==> config.mk <==
export PLATFORM = sky130hd
export DESIGN_NAME = cnn_axi_bridge
export DESIGN_NICKNAME = d
export VERILOG_FILES = /design/src/rtl/cnn_axi_pkg.sv /design/src/rtl/cnn_axi_if.sv /design/src/rtl/cnn_axi_bridge.sv /design/src/rtl/cnn_axi_wr_bridge.sv /design/src/rtl/cnn_axi_rd_bridge.sv
export SDC_FILE = /design/constraint.sdc
export NUM_CORES = 1
export LEC_CHECK = 0
export BUFFER_PORTS_ARGS = -buffer_cell sky130_fd_sc_hd__buf_2
export CORE_AREA = 3 3 350 352
export DETAILED_ROUTE_END_ITERATION = 10
export DIE_AREA = 0 0 353 355
export HOLD_SLACK_MARGIN = 0.1
export SYNTH_ARGS = -nofsm -noshare
export SYNTH_HDL_FRONTEND = slang
export SYNTH_HIERARCHICAL = 1
export SYNTH_SLANG_ARGS = --single-unit
==> constraint.sdc <==
create_clock -name clk -period 2.8 [get_ports clk]
set_input_delay 0.28 -clock clk [delete_from_list [all_inputs] [get_ports clk]]
set_output_delay 0.28 -clock clk [all_outputs]
set_load 0.02 [all_outputs]
==> src/rtl/cnn_axi_pkg.sv <==
package cnn_axi_pkg;

    ////////////////////
    // Client counts
    ////////////////////
    localparam int NUM_RD_CLIENTS = 2;  // Read masters on the accelerator side
    localparam int NUM_WR_CLIENTS = 2;  // Write masters on the accelerator side

    ////////////////////
    // Fixed AXI attributes
    ////////////////////
    // The slave is assumed to take these without the ports carrying them
    localparam int AXI_SIZE_8B    = 3;  // 8 byte beats
    localparam int AXI_BURST_INCR = 1;  // INCR bursts only
    // Strobes are taken as all ones and bready as always high

    ////////////////////
    // Field widths
    ////////////////////
    localparam int ADDR_W = 32;
    localparam int ID_W   = 4;
    localparam int LEN_W  = 8;                  // Beat count minus one
    localparam int DATA_W = 8 << AXI_SIZE_8B;   // One full beat in bits

    ////////////////////
    // Field types
    ////////////////////
    typedef logic [ADDR_W-1:0] addr_t;
    typedef logic [ID_W-1:0]   id_t;
    typedef logic [LEN_W-1:0]  len_t;  // Also sized for the beat counter
    typedef logic [DATA_W-1:0] data_t;

endpackage
==> src/rtl/cnn_axi_if.sv <==
// Read side of one client, AR and R channels
interface axi_rd_if;
    // AR channel
    logic                arvalid;  // Client request maps straight onto this
    logic                arready;
    cnn_axi_pkg::addr_t  araddr;
    cnn_axi_pkg::id_t    arid;
    cnn_axi_pkg::len_t   arlen;    // Beats minus one
    // R channel
    logic                rvalid;
    logic                rready;   // Client data ready
    cnn_axi_pkg::data_t  rdata;
    logic                rlast;

    // Bridge only watches the channel
    modport bridge (
        input arvalid, arready, araddr, arid, arlen,
        input rvalid, rready, rdata, rlast
    );

    // Top level fills every field from its plain ports
    modport port (
        output arvalid, arready, araddr, arid, arlen,
        output rvalid, rready, rdata, rlast
    );
endinterface

// Write side of one client, AW W and B channels
interface axi_wr_if;
    // AW channel
    logic                awvalid;
    logic                awready;
    cnn_axi_pkg::addr_t  awaddr;
    cnn_axi_pkg::id_t    awid;
    cnn_axi_pkg::len_t   awlen;
    // W channel
    logic                wvalid;
    logic                wready;
    cnn_axi_pkg::data_t  wdata;
    logic                wlast;    // Generated in the bridge
    // B channel
    logic                bvalid;

    modport bridge (
        input  awvalid, awready, awaddr, awid, awlen,
        input  wvalid, wready, wdata, bvalid,
        output wlast
    );

    modport port (
        output awvalid, awready, awaddr, awid, awlen,
        output wvalid, wready, wdata, bvalid,
        input  wlast
    );
endinterface

==> src/rtl/cnn_axi_bridge.sv <==
module cnn_axi_bridge (
    input  logic                                   clk,
    input  logic                                   rst,

    // Read client side
    input  logic [cnn_axi_pkg::NUM_RD_CLIENTS-1:0] rd_req,
    input  cnn_axi_pkg::id_t                       rd_id       [cnn_axi_pkg::NUM_RD_CLIENTS],
    input  cnn_axi_pkg::addr_t                     rd_addr     [cnn_axi_pkg::NUM_RD_CLIENTS],
    input  cnn_axi_pkg::len_t                      rd_len      [cnn_axi_pkg::NUM_RD_CLIENTS],
    output logic [cnn_axi_pkg::NUM_RD_CLIENTS-1:0] rd_req_ack,
    output cnn_axi_pkg::data_t                     rd_data     [cnn_axi_pkg::NUM_RD_CLIENTS],
    output logic [cnn_axi_pkg::NUM_RD_CLIENTS-1:0] rd_data_vld,
    input  logic [cnn_axi_pkg::NUM_RD_CLIENTS-1:0] rd_data_rdy,
    output logic [cnn_axi_pkg::NUM_RD_CLIENTS-1:0] rd_cmpl,

    // Read AXI side
    output logic [cnn_axi_pkg::NUM_RD_CLIENTS-1:0] axi_arvalid,
    output cnn_axi_pkg::addr_t                     axi_araddr  [cnn_axi_pkg::NUM_RD_CLIENTS],
    output cnn_axi_pkg::id_t                       axi_arid    [cnn_axi_pkg::NUM_RD_CLIENTS],
    output cnn_axi_pkg::len_t                      axi_arlen   [cnn_axi_pkg::NUM_RD_CLIENTS],
    input  logic [cnn_axi_pkg::NUM_RD_CLIENTS-1:0] axi_arready,
    input  logic [cnn_axi_pkg::NUM_RD_CLIENTS-1:0] axi_rvalid,
    input  cnn_axi_pkg::data_t                     axi_rdata   [cnn_axi_pkg::NUM_RD_CLIENTS],
    input  logic [cnn_axi_pkg::NUM_RD_CLIENTS-1:0] axi_rlast,
    output logic [cnn_axi_pkg::NUM_RD_CLIENTS-1:0] axi_rready,

    // Write client side
    input  logic [cnn_axi_pkg::NUM_WR_CLIENTS-1:0] wr_req,
    input  cnn_axi_pkg::id_t                       wr_id       [cnn_axi_pkg::NUM_WR_CLIENTS],
    input  cnn_axi_pkg::addr_t                     wr_addr     [cnn_axi_pkg::NUM_WR_CLIENTS],
    input  cnn_axi_pkg::len_t                      wr_len      [cnn_axi_pkg::NUM_WR_CLIENTS],
    output logic [cnn_axi_pkg::NUM_WR_CLIENTS-1:0] wr_req_ack,
    input  cnn_axi_pkg::data_t                     wr_data     [cnn_axi_pkg::NUM_WR_CLIENTS],
    input  logic [cnn_axi_pkg::NUM_WR_CLIENTS-1:0] wr_data_vld,
    output logic [cnn_axi_pkg::NUM_WR_CLIENTS-1:0] wr_data_rdy,
    output logic [cnn_axi_pkg::NUM_WR_CLIENTS-1:0] wr_cmpl,

    // Write AXI side
    output logic [cnn_axi_pkg::NUM_WR_CLIENTS-1:0] axi_awvalid,
    output cnn_axi_pkg::addr_t                     axi_awaddr  [cnn_axi_pkg::NUM_WR_CLIENTS],
    output cnn_axi_pkg::id_t                       axi_awid    [cnn_axi_pkg::NUM_WR_CLIENTS],
    output cnn_axi_pkg::len_t                      axi_awlen   [cnn_axi_pkg::NUM_WR_CLIENTS],
    input  logic [cnn_axi_pkg::NUM_WR_CLIENTS-1:0] axi_awready,
    output logic [cnn_axi_pkg::NUM_WR_CLIENTS-1:0] axi_wvalid,
    output cnn_axi_pkg::data_t                     axi_wdata   [cnn_axi_pkg::NUM_WR_CLIENTS],
    output logic [cnn_axi_pkg::NUM_WR_CLIENTS-1:0] axi_wlast,
    input  logic [cnn_axi_pkg::NUM_WR_CLIENTS-1:0] axi_wready,
    input  logic [cnn_axi_pkg::NUM_WR_CLIENTS-1:0] axi_bvalid
);

    axi_rd_if rd_if [cnn_axi_pkg::NUM_RD_CLIENTS] ();   // One channel set per read client
    axi_wr_if wr_if [cnn_axi_pkg::NUM_WR_CLIENTS] ();   // One channel set per write client

    ////////////////////
    // Read clients
    ////////////////////
    for (genvar i = 0; i < cnn_axi_pkg::NUM_RD_CLIENTS; i++) begin : g_rd
        // AR request goes out as is
        assign rd_if[i].arvalid = rd_req[i];
        assign rd_if[i].araddr  = rd_addr[i];
        assign rd_if[i].arid    = rd_id[i];
        assign rd_if[i].arlen   = rd_len[i];
        assign rd_if[i].arready = axi_arready[i];

        assign axi_arvalid[i] = rd_if[i].arvalid;
        assign axi_araddr[i]  = rd_if[i].araddr;
        assign axi_arid[i]    = rd_if[i].arid;
        assign axi_arlen[i]   = rd_if[i].arlen;
        assign rd_req_ack[i]  = rd_if[i].arvalid & rd_if[i].arready;  // Same cycle ack

        // R beats back to the client
        assign rd_if[i].rvalid = axi_rvalid[i];
        assign rd_if[i].rdata  = axi_rdata[i];
        assign rd_if[i].rlast  = axi_rlast[i];
        assign rd_if[i].rready = rd_data_rdy[i];   // Client stalls the slave directly

        assign rd_data[i]     = rd_if[i].rdata;
        assign rd_data_vld[i] = rd_if[i].rvalid;
        assign axi_rready[i]  = rd_if[i].rready;
    end

    cnn_axi_rd_bridge u_rd_bridge (
        .clk     (clk),
        .rst     (rst),
        .rd      (rd_if),
        .rd_cmpl (rd_cmpl)
    );

    ////////////////////
    // Write clients
    ////////////////////
    for (genvar i = 0; i < cnn_axi_pkg::NUM_WR_CLIENTS; i++) begin : g_wr
        // AW request
        assign wr_if[i].awvalid = wr_req[i];
        assign wr_if[i].awaddr  = wr_addr[i];
        assign wr_if[i].awid    = wr_id[i];
        assign wr_if[i].awlen   = wr_len[i];
        assign wr_if[i].awready = axi_awready[i];

        assign axi_awvalid[i] = wr_if[i].awvalid;
        assign axi_awaddr[i]  = wr_if[i].awaddr;
        assign axi_awid[i]    = wr_if[i].awid;
        assign axi_awlen[i]   = wr_if[i].awlen;
        assign wr_req_ack[i]  = wr_if[i].awvalid & wr_if[i].awready;

        // W beats, wlast comes from the tracker
        assign wr_if[i].wvalid = wr_data_vld[i];
        assign wr_if[i].wdata  = wr_data[i];
        assign wr_if[i].wready = axi_wready[i];
        assign wr_if[i].bvalid = axi_bvalid[i];

        assign axi_wvalid[i]  = wr_if[i].wvalid;
        assign axi_wdata[i]   = wr_if[i].wdata;
        assign axi_wlast[i]   = wr_if[i].wlast;
        assign wr_data_rdy[i] = wr_if[i].wready;

        cnn_axi_wr_bridge u_wr_bridge (
            .clk     (clk),
            .rst     (rst),
            .wr      (wr_if[i]),
            .wr_cmpl (wr_cmpl[i])
        );
    end

endmodule

==> src/rtl/cnn_axi_wr_bridge.sv <==
module cnn_axi_wr_bridge (
    input  logic      clk,
    input  logic      rst,
    axi_wr_if.bridge  wr,
    output logic      wr_cmpl      // Write response seen
);

    ////////////////////
    // Handshakes
    ////////////////////
    logic aw_hs;                   // Burst accepted by the slave
    logic w_hs;                    // Data beat accepted by the slave
    logic beat_hs;                 // Data beat that belongs to the tracked burst

    assign aw_hs = wr.awvalid & wr.awready;
    assign w_hs  = wr.wvalid & wr.wready;

    ////////////////////
    // Burst tracker
    ////////////////////
    // Armed from the AW transfer until the response comes back
    // Beats before arming still go out but are not counted

    logic               armed;     // Burst open
    cnn_axi_pkg::len_t  len_q;     // awlen of the open burst
    cnn_axi_pkg::len_t  beat_cnt;  // Beats sent so far in the open burst

    assign beat_hs = armed & w_hs;

    // Arm flag
    always_ff @(posedge clk) begin
        if (rst) begin
            armed <= 1'b0;
        end else begin
            if (wr.bvalid) begin
                armed <= 1'b0;        // Response closes the burst
            end
            if (aw_hs) begin
                armed <= 1'b1;        // New burst wins over a same cycle response
            end
        end
    end

    // Burst length captured with the address
    always_ff @(posedge clk) begin
        if (aw_hs) begin
            len_q <= wr.awlen;
        end
    end

    // Beat counter
    always_ff @(posedge clk) begin
        if (rst) begin
            beat_cnt <= '0;
        end else begin
            if (wr.bvalid) begin
                beat_cnt <= '0;                       // Clear for the next burst
            end else if (beat_hs) begin
                beat_cnt <= beat_cnt + 1'b1;          // Holds while wready is low
            end
            if (aw_hs) begin
                beat_cnt <= '0;                       // Start from the first beat
            end
        end
    end

    ////////////////////
    // wlast and completion
    ////////////////////
    // Last beat is the one whose index equals the stored length
    // since awlen already holds beats minus one
    assign wr.wlast = armed & (beat_cnt == len_q);

    // bready is tied high at the slave, so bvalid is the response
    assign wr_cmpl = wr.bvalid;

endmodule

==> src/rtl/cnn_axi_rd_bridge.sv <==
module cnn_axi_rd_bridge (
    input  logic                                   clk,
    input  logic                                   rst,
    axi_rd_if.bridge                               rd [cnn_axi_pkg::NUM_RD_CLIENTS],
    output logic [cnn_axi_pkg::NUM_RD_CLIENTS-1:0] rd_cmpl   // One pulse per finished burst
);

    ////////////////////
    // Last beat detect
    ////////////////////
    // AR and R fields go client to slave untouched in the top level
    // Only the end of each burst is picked up here

    logic [cnn_axi_pkg::NUM_RD_CLIENTS-1:0] r_hs;      // Beat accepted this cycle
    logic [cnn_axi_pkg::NUM_RD_CLIENTS-1:0] last_hs;   // Final beat accepted

    for (genvar i = 0; i < cnn_axi_pkg::NUM_RD_CLIENTS; i++) begin : g_client
        // Transfer needs both sides
        assign r_hs[i] = rd[i].rvalid & rd[i].rready;

        // rlast alone is not enough, a stalled last beat must wait
        assign last_hs[i] = r_hs[i] & rd[i].rlast;
    end

    ////////////////////
    // Completion pulse
    ////////////////////
    // Each client has its own R channel, so no ID
    // matching is needed to steer the pulse

    always_ff @(posedge clk) begin
        if (rst) begin
            rd_cmpl <= '0;            // Nothing in flight after reset
        end else begin
            rd_cmpl <= last_hs;       // High for one cycle, then drops
        end
    end

    // A new last beat in the very next cycle gives back-to-back pulses
    // The client sees one pulse per burst either way

endmodule

### After elaboration in Yosys (flattened, before gate mapping)

Index checks and enable logic that the tools add are counted.

| word-level totals | value |
|---|---|
| logic and storage cells | 33 |
| output and inout port bits | 454 |
| input port bits | 454 |
| register bits after elaboration | 36 |

| cells by class | value |
|---|---|
| bitwise gates (word level) | 14 |
| reduce and logical (&&, ||, !) cells | 4 |
| equality and inequality tests | 2 |
| muxes and demuxes | 4 |
| add/sub/neg operators | 2 |

Operators by type and width:

| cell | number |
|---|---|
| $add A8 B1 Y8 const B | 2 |
| $eq A8 B8 Y1 | 2 |
| $and A1 B1 Y1 | 14 |
| $reduce_or A3 Y1 | 2 |
| $mux W1 | 4 |
| $reduce_bool A2 Y1 | 2 |

### Longest topological paths before layout

Gate-level depths: netlist of the first run.

| depth | value |
|---|---|
| depth after elaboration | 2 |
| depth in mapped cells | 4 |
| depth with buffers taken out | 4 |

### Modules after synthesis

The synthesis of the first run kept the hierarchy.

Modules (own cells, without submodules):

| module | times used | area each (µm²) | sequential area each (µm²) | cells each |
|---|---|---|---|---|
| cnn_axi_bridge | 1 | 3373.2 | 0.0 | 450 |
| cnn_axi_wr_bridge | 2 | 744.5 | 420.4 | 66 |
| cnn_axi_rd_bridge | 1 | 60.1 | 40.0 | 4 |

### Worst setup path before layout of the first run

No wires, ideal clock.

| path | value |
|---|---|
| path kind | register to register |
| start | register g_wr[0].u_wr_bridge.beat_cnt[0] |
| end | register g_wr[0].u_wr_bridge.beat_cnt[6] |
| period minus slack after synthesis | 1.297 ns |
| data arrival time | 1.227 ns |
| stages on the path, launching flop included | 5 |
| required time | 2.730 ns |
| library setup time | 0.070 ns |
| slack | 1.503 ns |
| buffers on the path | 0 |
| path through | dfxtp_1 ha_1 nand2_1 or4_1 a21oi_1 |

| between the ends | value |
|---|---|
| cells in the longest elaborated chain, start to end | 1 |

Ends and longest elaborated chain:

| what | RTL line | RTL |
|---|---|---|
| start: declaration | cnn_axi_wr_bridge.sv:26 | `cnn_axi_pkg::len_t beat_cnt;` |
| start signal: assignment | cnn_axi_wr_bridge.sv:59 | `beat_cnt <= beat_cnt + 1'b1;` |
| $add A8 B1 Y8 | cnn_axi_wr_bridge.sv:59 |  |

Every way passes these cells.
A chain may end at the register's enable or synchronous reset.

### Final worst setup path of the first run

| path | value |
|---|---|
| start | register g_wr[1].u_wr_bridge.beat_cnt[3] |
| end | output axi_wlast[1] in the netlist's numbering |

| between the ends | value |
|---|---|
| cells in the longest elaborated chain, start to end | 2 |

Ends and longest elaborated chain:

| what | RTL line | RTL |
|---|---|---|
| start: declaration | cnn_axi_wr_bridge.sv:26 |  |
| start signal: assignment | cnn_axi_wr_bridge.sv:59 |  |
| $eq A8 B8 Y1 | cnn_axi_wr_bridge.sv:72 | `assign wr.wlast = armed & (beat_cnt == len_q);` |
| $and A1 B1 Y1 | cnn_axi_wr_bridge.sv:72 |  |
| end: declaration | cnn_axi_bridge.sv:46 | `output logic [cnn_axi_pkg::NUM_WR_CLIENTS-1:0] axi_wlast,` |

Every way passes these cells.

==> results of run 1 <==
## critical path: stages (launching register included)
cell and delay (ns):
dfxtp_1 0.43, xnor2_1 0.14, nand3_1 0.10, nor3_1 0.19
buf_2 0.20
## kinds of logic after synthesis
| logic type | Yosys count |
|---|---|
| xor+xnor | 20 |
| simple gates | 52 |
| mux | 2 |
| buf+inv | 452 |
| fa+ha+maj | 2 |
| flops | 36 |
| compound gates | 22 |
## cell type report
| cell class | count | area share |
|---|---|---|
| tap | 1612 | 0.4910 |
| clock buffer | 6 | 0.03137 |
| multi-input combinational | 98 | 0.1614 |
| timing repair buffer | 75 | 0.09138 |
| inverter | 2 | 0.001828 |
| clock inverter | 2 | 0.008529 |
| sequential | 36 | 0.2144 |
## per-stage QoR
| stage | hold WS [ns] | instance area, um2 | utilization | total power, mW |
|---|---|---|---|---|
| after global routing | 0.1594 | 4108 | 0.03433 | 1.486 |
| after global placement | 0.4692 | 3944 | 0.03296 | 0.7563 |
| after CTS | 0.1534 | 4108 | 0.03433 | 1.470 |
| after detailed placement | 0.4721 | 3944 | 0.03296 | 0.7571 |
| after floorplan | 0.3524 | 4922 | - | 1.553 |
| final | 0.1738 | 4108 | 0.03433 | 1.416 |
## flip-flops by register name, summed over array words and instances (netlist names)
name / cells
g_wr.u_wr_bridge/beat_cnt: 16
g_wr.u_wr_bridge/armed: 2
g_wr.u_wr_bridge/len_q: 16
u_rd_bridge/rd_cmpl: 2
## per-layer routing
layer / share of wire / global-route usage / wire [um] / vias to the layer above
li1: - / - / - / 662
met1: 0.063 / 0.01948 / 4491 / 751
met2: 0.46 / 0.1775 / 32880 / 702
met3: 0.46 / 0.2326 / 32430 / 97
met4: 0.016 / 0.01596 / 1166 / 2
met5: 0.000099 / 0 / 7 / -
## power by group through the flow
stage          Combinational (mW)  Sequential, mW  Clock (mW)
2_1_floorplan               0.963           0.590           0
3_3_place_gp                0.166           0.591           0
3_5_place_dp                0.166           0.591           0
4_1_cts                     0.166           0.579       0.725
5_1_grt                     0.173           0.581       0.732
6_report                    0.159           0.579       0.678
## cell usage after synthesis, types with 4 or more instances
library cell  number
nand2_1           10
edfxtp_1          16
o21ai_0            6
xor2_1             4
nor2_1             8
dfxtp_1           20
and2_1             6
o31ai_1            4
buf_4            448
nand4_1            6
xnor2_1           16
or4_1              4
a21oi_1           12
or3_2              6
nand3_1            4
## final timing paths
kind,slack [ns],startpoint,end
worst min-delay path,0.17,wr_len[15],g_wr[0].u_wr_bridge/len_q[7]$_DFFE_PP_
worst min register to register,0.50,g_wr[0].u_wr_bridge/beat_cnt[7]$_SDFFE_PP0P_,g_wr[0].u_wr_bridge/beat_cnt[7]$_SDFFE_PP0P_
worst max-delay path,1.16,g_wr[1].u_wr_bridge/beat_cnt[3]$_SDFFE_PP0P_,axi_wlast[1]
worst max register to register,1.37,g_wr[1].u_wr_bridge/beat_cnt[0]$_SDFFE_PP0P_,g_wr[1].u_wr_bridge/beat_cnt[6]$_SDFFE_PP0P_
## cell usage in the layout (no fill, tap or decap), types with 5 or more instances in the layout
cell	netlist	layout
buf_2	0	75
dfxtp_1	20	20
xnor2_1	16	16
edfxtp_1	16	16
a21oi_1	12	12
nand2_1	10	10
nor2_1	8	8
and2_1	6	6
nand4_1	6	6
o21ai_0	6	6
or3_2	6	6
clkbuf_16	0	5
==> results.toml, run 1 <==
[status]
outcome = "complete, no violations"

[layout]
diodes = 0
drive_gt1_frac = 0.4110
multiInputGateArea_um2 = 663.1
seqCellArea_um2 = 880.8
final_nets = 674
layoutNonFillerInstCount = 1831
n_fill_cell = 14230
area_delta_synth_final_pct = -16.55

[power_and_ir_drop]
power.switching_mw = 0.3751
clockPowerShare = 0.479
leakagePower_nw = 0.8692
p_sw_frac = 0.2649
pwr-share-comb = 0.112
p_seq_frac = 0.409
p_per_area_nw_per_um2 = 344.7
ir_drop_mv = 0.1691
cellInternalPower_mw = 1.041

[routing]
wl_per_cell_um = 38.76
first_pass_iters = 4
drtIter0Drc = 97
wl_um = 70980
drcViolationCount = 0
vias_per_cell = 1.209
num_vias = 2214
ant_nets = 0

[global_route]
grt_usage = 0.1076
grt_antenna_before_repair = 11
grt_pass1_vias = 2082
grt_first_pass_wirelength_um = 75620
grt_overflow = 0
grt_max_degree = 12

[synth]
synth_cells = 586
synth_top_family_by_area = "buffers and inverters"
ys.flop_type = "dfxtp_1"
synth_nets = 1042
synth-async-reset-ratio = 0
muxShareOfSynthArea = 0.004067
synthAdderAreaFrac = 0.005084
synth_area_um2 = 4922
yosys.area_share.simple = 0.06558
syn_avg_cell_area_um2 = 8.400
synth_edf_count = 16
synth-compound-area-share = 0.02440
synth_top_area_frac = 0.6833
yosys.area.top_type = "buf_4"
synthTopCellsByArea = "buf_4, edfxtp_1, dfxtp_1"
ys_warn_count = 6
synth-seq-cells = 36
synth_xor_xnor_area_share = 0.03559
synth.yosys.seq_area_share = 0.1790
synth.distinct_cells = 23

[place]
numPortBuffers = 75
gp_congestion = 0.9484
hpwl_um = 69040
place_inst = 1823
pre_cts_ws_ns = 1.289

[die]
io_pins = 908
die_h_um = 355
dieArea_um2 = 125300
initial_core_util = 0.04114
core_um2 = 119700
row_count = 127
die_w_um = 353

[critical_path]
critical_path_class = "register to primary output"
required_ns = 2.52
startpoint_type = "register"
rr_worst_depth = 4
crit_path_end_kind = "primary output"
cp.arrival_ns = 1.36
path_max_fanout = 5

[timing]
rsz0062_at_grt = "no"
fin_ws_ns = 1.164
finalSetupViolCount = 0
slew_violations = 0
period_minus_slack_ns = 1.636
fmax_mhz = 611.2
worstMarginPinSlew_ns = 0.4118
period_share = 0.5844
skew_ns = 0.005756
max_slew_margin = 0.7255
finalSetupTns_ns = 0
hold_violations = 0

[clock_tree]
cts_buffers = 5
cts_sinks = 36
ctsResizeCount = 0
cts_tree = "built"
cts_root_buffer = "clkbuf_16"
postCtsHoldBufs = 0
postCtsSetupBuffers = 0
cts_buffer_depth = 2
htreeDepth = 2
clkTransAtPathRegs_ns = 0.07
clock_latency_ns = 0.30

[min_path]
hold_depth = 1
min_path_type = "input port to register"

[flow_run]
cap_violations = 0
Power figures use the tool's default switching activity.
==> run 2, diff against run 1 <==
Settings changed: CORE_AREA 3 3 350 352 to 3 3 352 354, DIE_AREA 0 0 353 355 to 0 0 355 357.
Clock period 2.8 ns to 1.71 ns, I/O delays scaled along.
==> run 2 against run 1 <==
Non-clock buffer count increased by 11. Core utilization increased by 0.062 points. Clock power increased by 40%. Die area increased by 1.1%. Sequential share of layout area decreased by 0.62 points. Worst setup slack got worse by 1.2 ns. Clock-buffer cell count unchanged. Via count increased by 0.99%. Critical path depth increased by 1. Cell area increased by 3.3%. First-iteration DRC count decreased by 15%. Highest routed layer unchanged.
==> results.toml, run 2 (synthesis gave the netlist of run 1 again) <==
[layout]
final_nets = 685
multiInputGateArea_um2 = 674.4
final_common_cell = "buf_2"
reg_top3 = "g_wr.u_wr_bridge/beat_cnt: 16 flops, g_wr.u_wr_bridge/len_q: 16 flops"
drive_gt1_frac = 0.4217
seqCellArea_um2 = 883.3
mostFrequentLayoutCells = "buf_2, dfxtp_1, xnor2_1, edfxtp_1, a21oi_1"
design_area_um2 = 4243
area_delta_synth_final_pct = -13.80
n_fill_cell = 14590

[place]
numPortBuffers = 75
pre_cts_ws_ns = 0.008321
hpwl_um = 66230
gp_congestion = 0.8833
placed_area_um2 = 3983

[global_route]
grt_usage = 0.1017
grt_pass1_vias = 2117
grt_antenna_before_repair = 11
grt_first_pass_wirelength_um = 72280
grt_max_degree = 12
grt_overflow = 0

[clock_tree]
cts_tree = "built"
cts_buffer_depth = 2
htreeDepth = 2
cts_sinks = 36
clock_latency_ns = 0.29
clkTransAtPathRegs_ns = 0.06
cts_root_buffer = "clkbuf_16"
cts_buffers = 5

[critical_path]
crit_chain = "xnor2_1 -> nand4_1 -> nor3_4 -> buf_6 -> buf_6"
ff2ff_setup_slack_ns = 0.30
cp.arrival_ns = 1.53
crit_top_cell = "buf_6"
rr_worst_depth = 4
crit_family = "simple AND/OR/NAND/NOR gates"
cpMaxStageDelayCell = "dfxtp_1"
startpoint_type = "register"
critical_path_class = "register to primary output"
cp.depth = 5
slowest_delay_ns = 0.40
crit_path_end_kind = "primary output"
required_ns = 1.54
cp.buffers_inverters = 2
path_max_fanout = 5

[timing]
skew_ns = 0.004200
period_minus_slack_ns = 1.705
fmax_mhz = 586.5
max_slew_margin = 0.8065
fin_ws_ns = 0.004941
rsz0062_at_grt = "yes"
finalSetupViolCount = 0
hold_violations = 0
finalSetupTns_ns = 0
slew_violations = 0
worstMarginPinSlew_ns = 0.2903
period_share = 0.9971

[routing]
first_pass_iters = 4
drcViolationCount = 0
num_vias = 2236
wl_per_cell_um = 36.76
vias_per_cell = 1.203
drtIter0Drc = 82
wl_um = 68310
ant_nets = 0

[power_and_ir_drop]
p_sw_frac = 0.2632
pwr-share-comb = 0.129
p_per_area_nw_per_um2 = 514.0
p_total_mw = 2.181
clockPowerShare = 0.436
power.switching_mw = 0.5740
p_seq_frac = 0.435
leakagePower_nw = 0.9294
cellInternalPower_mw = 1.607
ir_drop_mv = 0.3285

[die]
initial_core_util = 0.04055
io_pins = 908
die_h_um = 357
core_um2 = 121400
die_w_um = 355
row_count = 128
dieArea_um2 = 126700

[min_path]
min_path_type = "input port to register"
hold_depth = 1

[status]
outcome = "complete, no violations"

[flow_run]
cap_violations = 0
run 2: changes by cell type in the layout (fill, tap and decap cells not counted), sizes merged:
cell | previous run | this run
dlygate4sd3 | 0 | 8
buf | 75 | 78
diode | 0 | 3
bufinv | 1 | 0
clkinv | 1 | 2
run 2: worst register-to-register path, stage by stage, from the launching register on:
cell     delay (ns)
dfxtp_1        0.43
ha_1           0.21
nand2_1        0.09
or4_1          0.47
a21oi_1        0.15
run 2: timing repair:
action | 4_1_cts | 5_1_grt
pin swaps | 3 | 2
setup endpoints to repair | 1 | 1
endpoints found under the hold margin | 8 | 0
setup buffers | 0 | 0
hold buffers | 8 | 0
gates resized for setup | 6 | 1
gates cloned | 0 | 0
run 2: cell type report:
class	instances	area share
sequential	36	0.2082
clock buffer	6	0.03273
tap	1625	0.4792
clock inverter	2	0.002359
multi-input combinational	98	0.1590
inverter	2	0.001769
timing repair buffer	86	0.1150
antenna	3	0.001769
run 2: routing by layer:
| metal | up-vias | GRT usage | part of all wire |
|---|---|---|---|
| li1 | 687 | - | - |
| met1 | 781 | 0.02195 | 0.075 |
| met2 | 627 | 0.1569 | 0.43 |
| met3 | 137 | 0.2211 | 0.46 |
| met4 | 4 | 0.02604 | 0.029 |
| met5 | - | 0.003774 | 0.0012 |
run 2: path summary, 6_finish.rpt:
check | start | end
max | g_wr[0].u_wr_bridge/beat_cnt[5]$_SDFFE_PP0P_ | axi_wlast[0]
min | wr_len[3] | g_wr[1].u_wr_bridge/len_q[3]$_DFFE_PP_
max reg2reg | g_wr[0].u_wr_bridge/beat_cnt[0]$_SDFFE_PP0P_ | g_wr[0].u_wr_bridge/beat_cnt[6]$_SDFFE_PP0P_
min reg2reg | g_wr[1].u_wr_bridge/beat_cnt[7]$_SDFFE_PP0P_ | g_wr[1].u_wr_bridge/beat_cnt[7]$_SDFFE_PP0P_
run 2: power by group through the flow:
stage | sequential [mW] | combinational (mW) | clock, mW
floorplan | 0.965 | 1.58 | 0
global placement | 0.966 | 0.279 | 0
detailed placement | 0.967 | 0.277 | 0
CTS | 0.948 | 0.299 | 1.02
global route | 0.950 | 0.311 | 1.03
finish | 0.948 | 0.282 | 0.951
run 2: through the flow:
| stage | cells | utilization | hold slack, ns |
|---|---|---|---|
| floorplan | 586 | - | 0.2434 |
| global placement | 1839 | 0.03281 | 0.3421 |
| detailed placement | 1839 | 0.03281 | 0.3421 |
| CTS | 1855 | 0.03488 | 0.1240 |
| global route | 1855 | 0.03489 | 0.1448 |
| finish | 1858 | 0.03495 | 0.1358 |
==> run 3, diff against run 2 <==
Settings changed: ABC_AREA set to 1, PLACE_DENSITY set to 0.3.
==> run 3 against run 2 <==
Core utilization is 0.16 points higher. Non-clock buffer count is 3 higher. Worst setup slack better by 0.16 ns. First-iteration DRC count is 20% lower. Synthesized cell count is 15% higher. Clock-buffer cell count is 2 higher. Critical path depth is 2 higher. Total power is 6.1% higher. Worst hold slack worse by 0.011 ns. Clock power is 11% higher. Routed wire length is 1.1% lower. Combinational power is 9.6% higher. Largest cell class unchanged.
==> results.toml, run 3 <==
[synth]
yosys.area.top_type = "buf_4"
ys.flop_type = "dfxtp_1"
synth_edf_count = 16
ys_warn_count = 6
synthTopCellsByArea = "buf_4, edfxtp_1, dfxtp_1"
synth.yosys.seq_area_share = 0.1727
synth_top_area_frac = 0.6593
synth-seq-cells = 36
syn_avg_cell_area_um2 = 7.602
synth.distinct_cells = 18
synth_commonest_cells = "buf_4, nand2_1, inv_1, nor2_1, dfxtp_1"
synth_area_um2 = 5101
synth-async-reset-ratio = 0
synth.most_common_cell = "buf_4"
synth_nets = 1127
synth_cells = 671

[die]
core_um2 = 121400
io_pins = 908
row_count = 128
die_w_um = 355
initial_core_util = 0.04202
die_h_um = 357
dieArea_um2 = 126700

[critical_path]
cpMaxStageDelayCell = "dfxtp_1"
startpoint_type = "register"
cp.buffers_inverters = 2
rr_worst_depth = 6
slowest_delay_ns = 0.42
cp.arrival_ns = 1.37
cp.depth = 7
crit_path_end_kind = "primary output"
critical_path_class = "register to primary output"
crit_family = "flip-flops"
required_ns = 1.54
crit_chain = "inv_1 -> nand2_1 -> nand2_1 -> nor2_1 -> nand3_1 -> nor2_1 -> buf_2"
path_max_fanout = 5

[clock_tree]
cts_buffers = 5
cts_tree = "built"
clkTransAtPathRegs_ns = 0.06
clock_latency_ns = 0.30
htreeDepth = 2
cts_sinks = 36
cts_buffer_depth = 2
postCtsSetupBuffers = 0
cts_root_buffer = "clkbuf_16"

[timing]
period_share = 0.9012
rsz0062_at_grt = "no"
slew_violations = 0
skew_ns = 0.001968
finalSetupTns_ns = 0
max_slew_margin = 0.7519
hold_violations = 0
finalSetupViolCount = 0
worstMarginPinSlew_ns = 0.3717
fmax_mhz = 648.9
period_minus_slack_ns = 1.541

[routing]
first_pass_iters = 4
wl_um = 67550
num_vias = 2622
wl_per_cell_um = 34.73
drcViolationCount = 0
vias_per_cell = 1.348
drtIter0Drc = 66
ant_nets = 0

[layout]
final_common_cell = "buf_2"
final_nets = 775
mostFrequentLayoutCells = "buf_2, nand2_1, inv_1"
reg_top3 = "g_wr.u_wr_bridge/beat_cnt: 16 flops, g_wr.u_wr_bridge/len_q: 16 flops"
diodes = 0
drive_gt1_frac = 0.2969
fin_util = 0.03657
area_delta_synth_final_pct = -12.98

[status]
outcome = "complete, no violations"

[place]
numPortBuffers = 75
hpwl_um = 65090
gp_congestion = 0.9283

[global_route]
grt_overflow = 0
grt_antenna_before_repair = 11
grt_max_degree = 12
grt_pass1_vias = 2550
grt_first_pass_wirelength_um = 72960
grt_usage = 0.1009

[power_and_ir_drop]
ir_drop_mv = 0.2946
leakagePower_nw = 1.162
p_per_area_nw_per_um2 = 521.4

[min_path]
min_path_type = "input port to register"
hold_depth = 1

[flow_run]
cap_violations = 0
run 3: cell count changes after synthesis, moves of 4 or more:
cell,delta
xnor2_1,-14
nor2_2,+4
o31ai_1,-4
and2_1,-6
or3_2,-6
xor2_1,-4
or4_1,-4
nor3_1,+4
nand3_1,+8
inv_1,+41
nand2_1,+50
nand4_1,-6
nor2_1,+20
run 3: kinds of logic after synthesis:
group / Yosys count / share of synthesized area
AO/OA/AOI/OAI: 22 / 0.02257
XOR/XNOR: 2 / 0.003435
AND/OR/NAND/NOR: 118 / 0.1055
adder cells (fa/ha/maj): 2 / 0.004905
flip-flops: 36 / 0.1727
buffers and inverters: 491 / 0.6909
run 3: cell type report:
type / instances / area (um2)
Timing Repair Buffer: 89 / 510.5
Inverter: 43 / 161.4
Clock buffer: 8 / 156.4
Multi-Input combinational cell: 144 / 695.7
Sequential cell: 36 / 882.1
Tap cell: 1625 / 2033
Fill cell: 14610 / 117000
run 3: repair_timing:
action                                 4_1_cts  5_1_grt
setup endpoints to repair                    0        1
resized for setup                            0        1
endpoints found under the hold margin       12        0
hold buffers                                12        0
run 3: report_power, final:
| part | total [mW] | internal [mW] | switching [mW] | leakage (nW) |
|---|---|---|---|---|
| combinational | 0.309 | 0.106 | 0.202 | 0.772 |
| sequential | 0.949 | 0.932 | 0.0173 | 0.312 |
| clock | 1.06 | 0.624 | 0.433 | 0.0772 |
run 3: metal layers:
layer	track usage	wire length (um)
met5	0	8
met4	0.04068	3153
met3	0.1996	28620
met2	0.1597	29920
met1	0.02528	5860
run 3: worst paths after layout:
kind,from,endpoint,slack [ns]
max,g_wr[0].u_wr_bridge/beat_cnt[2]$_SDFFE_PP0P_,axi_wlast[0],0.17
min,wr_len[15],g_wr[0].u_wr_bridge/len_q[7]$_DFFE_PP_,0.12
max reg2reg,g_wr[0].u_wr_bridge/beat_cnt[0]$_SDFFE_PP0P_,g_wr[0].u_wr_bridge/beat_cnt[6]$_SDFFE_PP0P_,0.56
min reg2reg,g_wr[0].u_wr_bridge/armed$_SDFFE_PP0P_,g_wr[0].u_wr_bridge/armed$_SDFFE_PP0P_,0.52
run 3: metrics by stage:
stage | std cells | power [mW] | hold WS, ns | setup WS [ns] | area (um2)
global route | 1945 | 2.473 | 0.1115 | 0.01698 | 4439
global placement | 1925 | 1.277 | 0.3421 | 0.3858 | 4161
finish | 1945 | 2.314 | 0.1246 | 0.1689 | 4439
CTS | 1945 | 2.430 | 0.1015 | 0.1052 | 4438
floorplan | 671 | 2.556 | 0.2401 | 0.6501 | 5101
detailed placement | 1925 | 1.273 | 0.3421 | 0.4465 | 4161
